`src/rtl/retire_pkg.sv`:
```
// Shared widths, operation encodings and the operation union for the retire back end
// Imported by every block that decodes an op or carries a data word
package retire_pkg;

    localparam int XLEN   = 32;                 // Data word width
    localparam int REG_AW = 5;                  // Register index width
    localparam int STRB_W = XLEN / 8;           // One store strobe per byte

    // Execution unit, upper 3 bits of every op code
    typedef enum logic [2:0] {
        alu    = 3'd0,
        branch = 3'd1,
        memory = 3'd2,
        csr    = 3'd3,
        other  = 3'd4
    } xu_e;

    // Full operation code, {xu, sub}
    typedef enum logic [5:0] {
        ADD   = {3'd0, 3'd0},
        SUB   = {3'd0, 3'd1},
        AND   = {3'd0, 3'd2},
        OR    = {3'd0, 3'd3},
        XOR   = {3'd0, 3'd4},
        SLT   = {3'd0, 3'd5},
        SLL   = {3'd0, 3'd6},
        SRL   = {3'd0, 3'd7},
        JAL   = {3'd1, 3'd0},
        JALR  = {3'd1, 3'd1},
        BR    = {3'd1, 3'd2},
        LB    = {3'd2, 3'd0},
        LBU   = {3'd2, 3'd1},
        LH    = {3'd2, 3'd2},
        LHU   = {3'd2, 3'd3},
        LW    = {3'd2, 3'd4},
        SB    = {3'd2, 3'd5},
        SH    = {3'd2, 3'd6},
        SW    = {3'd2, 3'd7},
        CSRRW = {3'd3, 3'd0},
        CSRRS = {3'd3, 3'd1},
        NOP   = {3'd4, 3'd0},
        ECALL = {3'd4, 3'd1}
    } op_e;

    // Same 6 bits seen as a whole op or as {xu, sub} fields
    // part[1] holds the xu_e code, part[0] the sub code
    typedef union packed {
        op_e              op;
        logic [1:0][2:0]  part;
    } op_u;

endpackage

```
`src/rtl/retire_evt_if.sv`:
```
`timescale 1ns/1ps
// One commit event per accepted result, retire unit to status block
// valid is a single-cycle pulse; the other fields qualify it
interface retire_evt_if import retire_pkg::*; ();

    logic            valid;         // One pulse per accepted result
    logic            killed;        // Result was stale
    logic            exception;     // Live result raised an exception
    logic [XLEN-1:0] pc;            // pc of the committed instruction
    logic [XLEN-1:0] instr;         // Instruction word

    modport source (
        output valid, killed, exception, pc, instr
    );

    modport sink (
        input valid, killed, exception, pc, instr
    );

endinterface

```
`src/rtl/load_extend.sv`:
```
`timescale 1ns/1ps
// Load data alignment for the writeback path
// Picks byte, halfword or word from the loaded data and extends it per the load op;
// any non-load op yields zero
module load_extend import retire_pkg::*; (
    input  op_u             op,             // Full op view used here
    input  logic [XLEN-1:0] load_data,      // Raw word from memory
    output logic [XLEN-1:0] ext_data        // Extended value for writeback
);

    always_comb begin
        case (op.op)
            LB: begin
                ext_data = {{(XLEN-8){load_data[7]}}, load_data[7:0]};      // Sign extend byte
            end
            LBU: begin
                ext_data = {{(XLEN-8){1'b0}}, load_data[7:0]};              // Zero extend byte
            end
            LH: begin
                ext_data = {{(XLEN-16){load_data[15]}}, load_data[15:0]};   // Sign extend half
            end
            LHU: begin
                ext_data = {{(XLEN-16){1'b0}}, load_data[15:0]};            // Zero extend half
            end
            LW: begin
                ext_data = load_data;                                       // Full word
            end
            default: begin
                ext_data = '0;                                              // Stores and others
            end
        endcase
    end

endmodule

```
`src/rtl/reg_bank.sv`:
```
`timescale 1ns/1ps
// Integer register file, 32 x XLEN
// One synchronous write port from retire, one combinational read port;
// x0 ignores writes and always reads zero
module reg_bank import retire_pkg::*; (
    input  logic              clk,
    input  logic              reset,
    input  logic              wr_en,
    input  logic [REG_AW-1:0] wr_addr,
    input  logic [XLEN-1:0]   wr_data,
    input  logic [REG_AW-1:0] rd_addr,
    output logic [XLEN-1:0]   rd_data
);

    localparam int NREG = 1 << REG_AW;

    logic [XLEN-1:0] regs [NREG];

    always_ff @(posedge clk or negedge reset) begin
        if (!reset) begin
            for (int i = 0; i < NREG; i++)
                regs[i] <= '0;                      // Whole bank cleared
        end else if (wr_en && (wr_addr != '0)) begin
            regs[wr_addr] <= wr_data;               // x0 writes dropped
        end
    end

    // Read is combinational
    assign rd_data = (rd_addr == '0) ? '0 : regs[rd_addr];

endmodule

```
`src/rtl/retire_unit.sv`:
```
`timescale 1ns/1ps
// Retire stage of the in-order RV32 pipeline
// Compares each result's tag with the local epoch; stale results are killed,
// live ones write the register bank, redirect fetch, issue stores or raise exceptions.
// Effects appear one cycle after the accept edge
module retire_unit import retire_pkg::*; #(
    parameter int TAG_W = 4
) (
    input  logic              clk,
    input  logic              reset,
    // Result input, valid/ready
    input  logic              in_valid,
    output logic              in_ready,
    input  logic [TAG_W-1:0]  in_tag,         // Epoch tag from execute
    input  op_u               in_op,
    input  logic              in_we,          // Result has a destination
    input  logic [REG_AW-1:0] in_rd,
    input  logic [XLEN-1:0]   in_result0,     // Write or store value
    input  logic [XLEN-1:0]   in_result1,     // Jump target or store address
    input  logic              in_jump,        // Taken jump
    input  logic [STRB_W-1:0] in_store_mask,  // Nonzero means store
    input  logic [XLEN-1:0]   in_load_data,
    input  logic              in_exception,
    input  logic [XLEN-1:0]   in_pc,
    input  logic [XLEN-1:0]   in_instr,
    // Store output, valid/ready
    output logic              store_valid,
    input  logic              store_ready,
    output logic [XLEN-1:0]   store_addr,
    output logic [XLEN-1:0]   store_data,
    output logic [STRB_W-1:0] store_mask,
    // Fetch redirect
    output logic              redirect_valid,  // One-cycle pulse
    output logic [XLEN-1:0]   redirect_pc,
    // Register bank write
    output logic              wr_en,
    output logic [REG_AW-1:0] wr_addr,
    output logic [XLEN-1:0]   wr_data,
    retire_evt_if.source      evt
);

    logic [TAG_W-1:0] epoch;        // Current epoch
    logic             run_q;        // Low only during the reset cycle
    logic             stall;        // Store held by the consumer
    logic             accept;       // Handshake on this edge
    logic             killed;       // Stale tag
    logic             live;         // Accepted and not killed
    logic             commit;       // Live and no exception
    logic             store_go;     // Live store to issue
    logic [XLEN-1:0]  ld_ext;
    xu_e              xu;

    assign xu       = xu_e'(in_op.part[1]);           // Execution unit field
    assign stall    = store_valid & ~store_ready;
    assign in_ready = run_q & ~stall;
    assign accept   = in_valid & in_ready;
    assign killed   = (in_tag != epoch);              // Stale result
    assign live     = accept & ~killed;
    assign commit   = live & ~in_exception;           // Exceptions suppress side effects
    assign store_go = commit & (in_store_mask != '0);

    load_extend u_load_extend (
        .op        (in_op),
        .load_data (in_load_data),
        .ext_data  (ld_ext)
    );

    // Writeback lands on the accept edge
    assign wr_en   = commit & in_we;
    assign wr_addr = in_rd;
    assign wr_data = (xu == memory) ? ld_ext : in_result0;   // Loads take extended data

    always_ff @(posedge clk or negedge reset) begin
        if (!reset) begin
            run_q <= 1'b0;
            epoch <= '0;
        end else begin
            run_q <= 1'b1;
            if (live && in_jump)
                epoch <= epoch + 1'b1;                // New epoch after a taken jump
        end
    end

    // Store valid, held until the consumer takes it
    always_ff @(posedge clk or negedge reset) begin
        if (!reset)
            store_valid <= 1'b0;
        else if (store_go)
            store_valid <= 1'b1;
        else if (store_ready)
            store_valid <= 1'b0;                      // Transfer done
    end

    always_ff @(posedge clk) begin
        if (store_go) begin
            store_addr <= in_result1;
            store_data <= in_result0;
            store_mask <= in_store_mask;
        end
    end

    // Redirect and commit event pulses
    always_ff @(posedge clk or negedge reset) begin
        if (!reset) begin
            redirect_valid <= 1'b0;
            evt.valid      <= 1'b0;
            evt.killed     <= 1'b0;
            evt.exception  <= 1'b0;
        end else begin
            redirect_valid <= live & in_jump;         // Also for excepting jumps
            evt.valid      <= accept;
            evt.killed     <= accept & killed;
            evt.exception  <= live & in_exception;
        end
    end

    always_ff @(posedge clk) begin
        if (live && in_jump)
            redirect_pc <= in_result1;
        if (accept) begin
            evt.pc    <= in_pc;
            evt.instr <= in_instr;
        end
    end

    // Stalled store keeps its fields until taken
    a_store_stable: assert property (@(posedge clk) disable iff (!reset)
        stall |=> store_valid && $stable(store_addr) && $stable(store_data)
                  && $stable(store_mask));

    // Killed result leaves no redirect behind
    a_no_redirect_killed: assert property (@(posedge clk) disable iff (!reset)
        (accept && killed) |=> !redirect_valid);

    a_no_write_killed: assert property (@(posedge clk) disable iff (!reset)
        (accept && killed) |-> !wr_en);

endmodule

```
`src/rtl/retire_status.sv`:
```
`timescale 1ns/1ps
// Commit status beside the retire unit
// Counts retired and killed results and keeps a sticky exception flag with the
// pc and instruction of the first live exception; software clears the flag
module retire_status import retire_pkg::*; #(
    parameter int CNT_W = 16
) (
    input  logic             clk,
    input  logic             reset,
    retire_evt_if.sink       evt,
    input  logic             exception_clear,   // Lowers the flag next edge
    output logic             exception_flag,
    output logic [XLEN-1:0]  exception_pc,
    output logic [XLEN-1:0]  exception_instr,
    output logic [CNT_W-1:0] retired_count,
    output logic [CNT_W-1:0] killed_count
);

    logic capture;          // First live exception while flag low

    assign capture = evt.valid & evt.exception & ~exception_flag;

    // Wrapping event counters
    always_ff @(posedge clk or negedge reset) begin
        if (!reset) begin
            retired_count <= '0;
            killed_count  <= '0;
        end else if (evt.valid) begin
            if (evt.killed)
                killed_count <= killed_count + 1'b1;
            else
                retired_count <= retired_count + 1'b1;   // Live, with or without exception
        end
    end

    // Sticky flag; a capture can only happen while it is low
    always_ff @(posedge clk or negedge reset) begin
        if (!reset)
            exception_flag <= 1'b0;
        else if (capture)
            exception_flag <= 1'b1;
        else if (exception_clear)
            exception_flag <= 1'b0;
    end

    always_ff @(posedge clk) begin
        if (capture) begin
            exception_pc    <= evt.pc;      // Later exceptions do not overwrite
            exception_instr <= evt.instr;
        end
    end

    // Killed results never carry an exception
    a_evt_kill_exc: assert property (@(posedge clk) disable iff (!reset)
        evt.valid |-> !(evt.killed && evt.exception));

endmodule

```
`src/rtl/retire_top.sv`:
```
`timescale 1ns/1ps
// Top level of the commit back end
// Ties the retire unit, status block and register bank together and exposes
// the result input, store port, redirect, debug read and status as plain ports
module retire_top import retire_pkg::*; #(
    parameter int TAG_W = 4,    // Epoch tag width
    parameter int CNT_W = 16    // Status counter width
) (
    input  logic              clk,
    input  logic              reset,
    // Result input
    input  logic              in_valid,
    output logic              in_ready,
    input  logic [TAG_W-1:0]  in_tag,
    input  op_u               in_op,
    input  logic              in_we,
    input  logic [REG_AW-1:0] in_rd,
    input  logic [XLEN-1:0]   in_result0,
    input  logic [XLEN-1:0]   in_result1,
    input  logic              in_jump,
    input  logic [STRB_W-1:0] in_store_mask,
    input  logic [XLEN-1:0]   in_load_data,
    input  logic              in_exception,
    input  logic [XLEN-1:0]   in_pc,
    input  logic [XLEN-1:0]   in_instr,
    // Store output
    output logic              store_valid,
    input  logic              store_ready,
    output logic [XLEN-1:0]   store_addr,
    output logic [XLEN-1:0]   store_data,
    output logic [STRB_W-1:0] store_mask,
    // Redirect
    output logic              redirect_valid,
    output logic [XLEN-1:0]   redirect_pc,
    // Debug read
    input  logic [REG_AW-1:0] rd_addr,
    output logic [XLEN-1:0]   rd_data,
    // Exception status
    input  logic              exception_clear,
    output logic              exception_flag,
    output logic [XLEN-1:0]   exception_pc,
    output logic [XLEN-1:0]   exception_instr,
    output logic [CNT_W-1:0]  retired_count,
    output logic [CNT_W-1:0]  killed_count
);

    logic              wr_en;
    logic [REG_AW-1:0] wr_addr;
    logic [XLEN-1:0]   wr_data;

    retire_evt_if evt_bus ();       // Commit events to status

    retire_unit #(
        .TAG_W (TAG_W)
    ) u_retire_unit (
        .clk            (clk),
        .reset          (reset),
        .in_valid       (in_valid),
        .in_ready       (in_ready),
        .in_tag         (in_tag),
        .in_op          (in_op),
        .in_we          (in_we),
        .in_rd          (in_rd),
        .in_result0     (in_result0),
        .in_result1     (in_result1),
        .in_jump        (in_jump),
        .in_store_mask  (in_store_mask),
        .in_load_data   (in_load_data),
        .in_exception   (in_exception),
        .in_pc          (in_pc),
        .in_instr       (in_instr),
        .store_valid    (store_valid),
        .store_ready    (store_ready),
        .store_addr     (store_addr),
        .store_data     (store_data),
        .store_mask     (store_mask),
        .redirect_valid (redirect_valid),
        .redirect_pc    (redirect_pc),
        .wr_en          (wr_en),
        .wr_addr        (wr_addr),
        .wr_data        (wr_data),
        .evt            (evt_bus.source)
    );

    retire_status #(
        .CNT_W (CNT_W)
    ) u_retire_status (
        .clk             (clk),
        .reset           (reset),
        .evt             (evt_bus.sink),
        .exception_clear (exception_clear),
        .exception_flag  (exception_flag),
        .exception_pc    (exception_pc),
        .exception_instr (exception_instr),
        .retired_count   (retired_count),
        .killed_count    (killed_count)
    );

    reg_bank u_reg_bank (
        .clk     (clk),
        .reset   (reset),
        .wr_en   (wr_en),
        .wr_addr (wr_addr),
        .wr_data (wr_data),
        .rd_addr (rd_addr),
        .rd_data (rd_data)
    );

endmodule

```
`config.mk`:
```
export PLATFORM = sky130hd
export DESIGN_NAME = retire_top
export DESIGN_NICKNAME = d
export VERILOG_FILES = /design/src/rtl/retire_pkg.sv /design/src/rtl/retire_evt_if.sv /design/src/rtl/load_extend.sv /design/src/rtl/reg_bank.sv /design/src/rtl/retire_unit.sv /design/src/rtl/retire_status.sv /design/src/rtl/retire_top.sv
export SDC_FILE = /design/constraint.sdc
export NUM_CORES = 2
export LEC_CHECK = 0
export ABC_AREA = 1
export CORE_AREA = 2 2 302 304
export DETAILED_ROUTE_END_ITERATION = 10
export DIE_AREA = 0 0 304 306
export DONT_BUFFER_PORTS = 1
export PLACE_DENSITY = 0.79
export SLEW_MARGIN = 40
export SYNTH_ARGS = -nofsm -noshare
export SYNTH_HDL_FRONTEND = slang
export SYNTH_HIERARCHICAL = 1
export SYNTH_SLANG_ARGS = --single-unit
export TNS_END_PERCENT = 30
```
`constraint.sdc`:
```
create_clock -name clk -period 4.9 [get_ports clk]
set_clock_uncertainty 0.05 [all_clocks]
set_input_delay 0.49 -clock clk [delete_from_list [all_inputs] [get_ports clk]]
set_output_delay 0.49 -clock clk [all_outputs]
set_load 0.005 [all_outputs]
```
==> summary.md <==
| Metric | Value |
|---|---|
| Status | finished, violations left |
| Failing checks | max-slew violations |
| Initial drt markers | 6,143 |
| Setup CP Type | in2out |
| Final Non-Filler Cells | 7,673 |
| Buf/Inv on CP | 2 |
| Worst Max-Slew Pin Slew | 1.82 ns |
| XOR/XNOR share of the synthesized area | 0.00385 |
| Per-cell routed wire length | 22.1 um |
| Global route overflow | 0 |
| Core Area | 89,600 um^2 |
| Top cell type by total area after synthesis | dfrtp_1 |
| Fillers | 6,543 |
| Clock tree buffer depth | 3 |
| Maximum fanout along the worst path | 527 |
| Layout cells sized above 1 | 0.0688 |
| Post-CTS setup buffers | 0 |
| CTS resizes | 0 |
| Clock share of power | 0.455 |
| Syn-to-layout area delta | 10.9% |
| Final nets | 6,583 |
| Flop pwr share | 0.485 |
| Ranking of synthesized cells by area | dfrtp_1, edfxtp_1, nand2_1 |
| Most frequent CP cell | nand2_1 |
| Mux cell area share after synthesis | 0 |
| Min Tclk post-route | 3.95 ns |
| Vias in the first global route | 44,700 |
| Syn nets | 6,784 |
| DR pass1 iterations | 6 |
| Starting Density | 0.635 |
| Htree depth | 4 |
| Synth Instances | 6,589 |
| Max-slew headroom | -0.215 |
| DR vias | 46,800 |
| Internal power | 17.6 mW |
| Ys Warns | 6 |
| Hold Startpoint | in_result0[1] |
| CTS Hold Bufs | 138 |
| Post-synthesis sequential area ratio | 0.590 |
| Max VDD drop | 0.372 mV |
| Sw frac | 0.235 |
| Crit path launch | rd_addr[0] |
| Final worst-path cycle share | 0.807 |
| Die Wd | 304 um |
| Dpl hpwl | 95,300 um |
| Synth unique cells | 40 |
| Max-slew violations | 272 |
| Post-Syn Area | 56,900 um^2 |
| Total negative slack | 0 ns |
| Synth top area share | 0.469 |
| Worst flop-to-flop path startpoint | u_retire_unit/epoch[0] |
| Area of the die | 93,000 um^2 |
| Clock slew at reported path FFs | 0.06 ns |
| Power after layout | 23.1 mW |
| GRT Util Overall | 0.363 |
| Largest delay share family, worst path | buffers and inverters |
| Worst Setup Start Kind | input port |
| Initial antenna violation count | 3 |
| Synth Area in Compound Gates | 0.101 |
| Worst path max stage delay | 0.91 ns |
| Placed cells | 7,287 |
| Mean Syn Cell Area | 8.63 um^2 |
| Logic pwr share | 0.059 |
| Vias per inst | 6.10 |
| Clock root buffer | clkbuf_16 |
| Leakage | 28.9 nW |
| Unrepaired setup endpoints after global routing | false |
| Die height | 306 um |
| Final hold vios | 0 |
| Sink Count | 1,295 |
| Crit path cell chain | inv_8 -> buf_4 -> nand2_1 -> nand3_1 -> nand3_1 -> nand2_1 -> nand2_1 -> nand2_1 -> nor2_1 -> nor2_1 |
| Critical path arrival | 3.41 ns |
| CTS buffer count | 136 |
| CP max-delay cell | inv_8 |
| Post-route DRC | 0 |
| Number of nets with antenna violations after routing | 0 |
| Register bit total from synthesis | 1,295 |
| Post-Synth Adder-Cell Area | 0.000660 |
| PwrDens | 365 nW/um^2 |
| P_sw | 5.43 mW |
| Setup crit end kind | output port |
| HP Class | in2reg |
| Clk Latency, worst-skew pair | 0.75 ns |
| # IOs | 424 |
| CP required | 4.36 ns |
| Row cnt | 110 |
| # setup viols final | 0 |
| TritonCTS clock tree | yes |
| Global placer's final weighted congestion | 0.944 |
| Max-cap violations | 0 |
| Pin count of the biggest net entering global routing | 528 |
| Total Wirelength | 169,000 um |
| Port-buffer cells | 0 |
| Post-synthesis simple-gate area fraction | 0.252 |
| First-pass GRT wire length | 262,000 um |
| Largest family of logic cells by synthesized area | simple AND/OR/NAND/NOR gates |
| F_max | 253 MHz |
-- routing by layer --
metal / wire length [um] / GRT usage / vias to the layer above
met4: 8440 / 0.175 / 2
met3: 18400 / 0.0887 / 481
met1: 65500 / 0.491 / 22600
met2: 76900 / 0.555 / 2587
li1: - / - / 21100
met5: 14 / 0 / -
-- path summary, 6_finish.rpt --
kind | depth (start not counted) | endpoint | slack, ns
setup / recovery | 10 | rd_data[10] | 0.95
hold / removal | 4 | u_reg_bank/regs[673] | 0.06
setup reg to reg | 12 | u_reg_bank/regs[285] | 1.03
hold reg to reg | 0 | u_reg_bank/regs[994] | 0.32
max in group asynchronous | 4 | u_reg_bank/regs[420] | 3.04
min in group asynchronous | 2 | u_retire_unit/store_valid | 0.25
-- sequential cells by signal, indices dropped and copies added (netlist names), 4 cells and up --
signal / flops
u_retire_status/exception_pc: 32
u_reg_bank/regs: 1024
u_retire_unit/store_data: 32
u_retire_status/retired_count: 16
u_retire_unit/redirect_pc: 32
u_retire_unit/evt.pc: 32
u_retire_unit/store_addr: 32
u_retire_unit/store_mask: 4
u_retire_unit/epoch: 4
u_retire_status/exception_instr: 32
u_retire_status/killed_count: 16
u_retire_unit/evt.instr: 32
-- power groups by stage --
stage / Combinational, mW / Sequential (mW) / Clock (mW)
detailed placement: 1.21 / 11.4 / 0
global route: 1.49 / 11.2 / 11.0
global placement: 1.00 / 11.4 / 0
floorplan: 0.836 / 11.4 / 0
CTS: 1.34 / 11.2 / 10.5
finish: 1.37 / 11.2 / 10.5
-- stage by stage --
step	utilization	setup WS [ns]	hold WS, ns	cell area, um^2
global placement	0.633	1.33	0.221	56700
detailed placement	0.638	1.17	0.149	57100
CTS	0.704	1.11	0.00957	63100
finish	0.704	0.946	0.0575	63100
floorplan	-	1.08	0.144	56900
global route	0.704	0.964	0.0500	63100
-- worst min-delay path: cells and delay by family --
family	cells	cell delay (ns)
AO/OA/AOI/OAI	2	0.20
AND/OR/NAND/NOR	2	0.12
-- cell type report --
cell class	count	area (um^2)	share of cell area
sequential	1295	33500	0.532
multi-input combinational	4585	20400	0.324
clock buffer	188	3910	0.0619
timing repair buffer	215	2490	0.0395
tap	1176	1470	0.0233
clock inverter	56	623	0.00988
inverter	155	607	0.00962
antenna	3	7.51	0.000119
-- cells by family (layout without fill, tap and decap cells) --
family / after synthesis / after routing
DFF: 1295 / 1295
and+or+nand+nor: 3433 / 3433
AOI/OAI and AO/OA: 1123 / 1123
other: 1 / 4
xor gates and xnor gates: 25 / 25
adders and majority gates: 3 / 3
buffers and inverters: 709 / 614
-- cells in the mapped netlist (all sizes together) --
master and count:
nand2 1780, dfrtp 1067, nor2 886, nand3 739, a21oi 636, o21ai 480, clkbuf 369, edfxtp 228
buf 185, inv 154, xor2 16, nand4 13, nor3 10, xnor2 9, o211ai 7, ha 3
nor4 2, and2 1, clkinv 1, conb 1, nand3b 1, or3b 1
-- layout by cell type (no fill, tap or decap), types with 3 or more instances in the layout --
cell / n
nand2_4: 9
clkinvlp_4: 3
edfxtp_1: 228
nor3_2: 6
inv_2: 39
nor2_1: 856
buf_16: 14
diode_2: 3
clkbuf_16: 141
o21ai_2: 32
ha_1: 3
dlygate4sd3_1: 137
o21ai_0: 447
buf_4: 43
nand4_1: 12
xor2_1: 16
a21oi_1: 636
nor3_1: 4
nand2_2: 9
clkbuf_8: 20
clkinv_1: 4
nand2_1: 1762
nor2_2: 3
clkbuf_1: 27
buf_12: 20
nand3_1: 717
inv_6: 6
clkinv_2: 28
o211ai_1: 6
nor2_4: 21
inv_1: 112
clkinv_8: 4
bufinv_16: 11
nor2_8: 6
dfrtp_1: 1067
xnor2_1: 9
nand3_2: 21
Power figures use the tool's default switching activity.
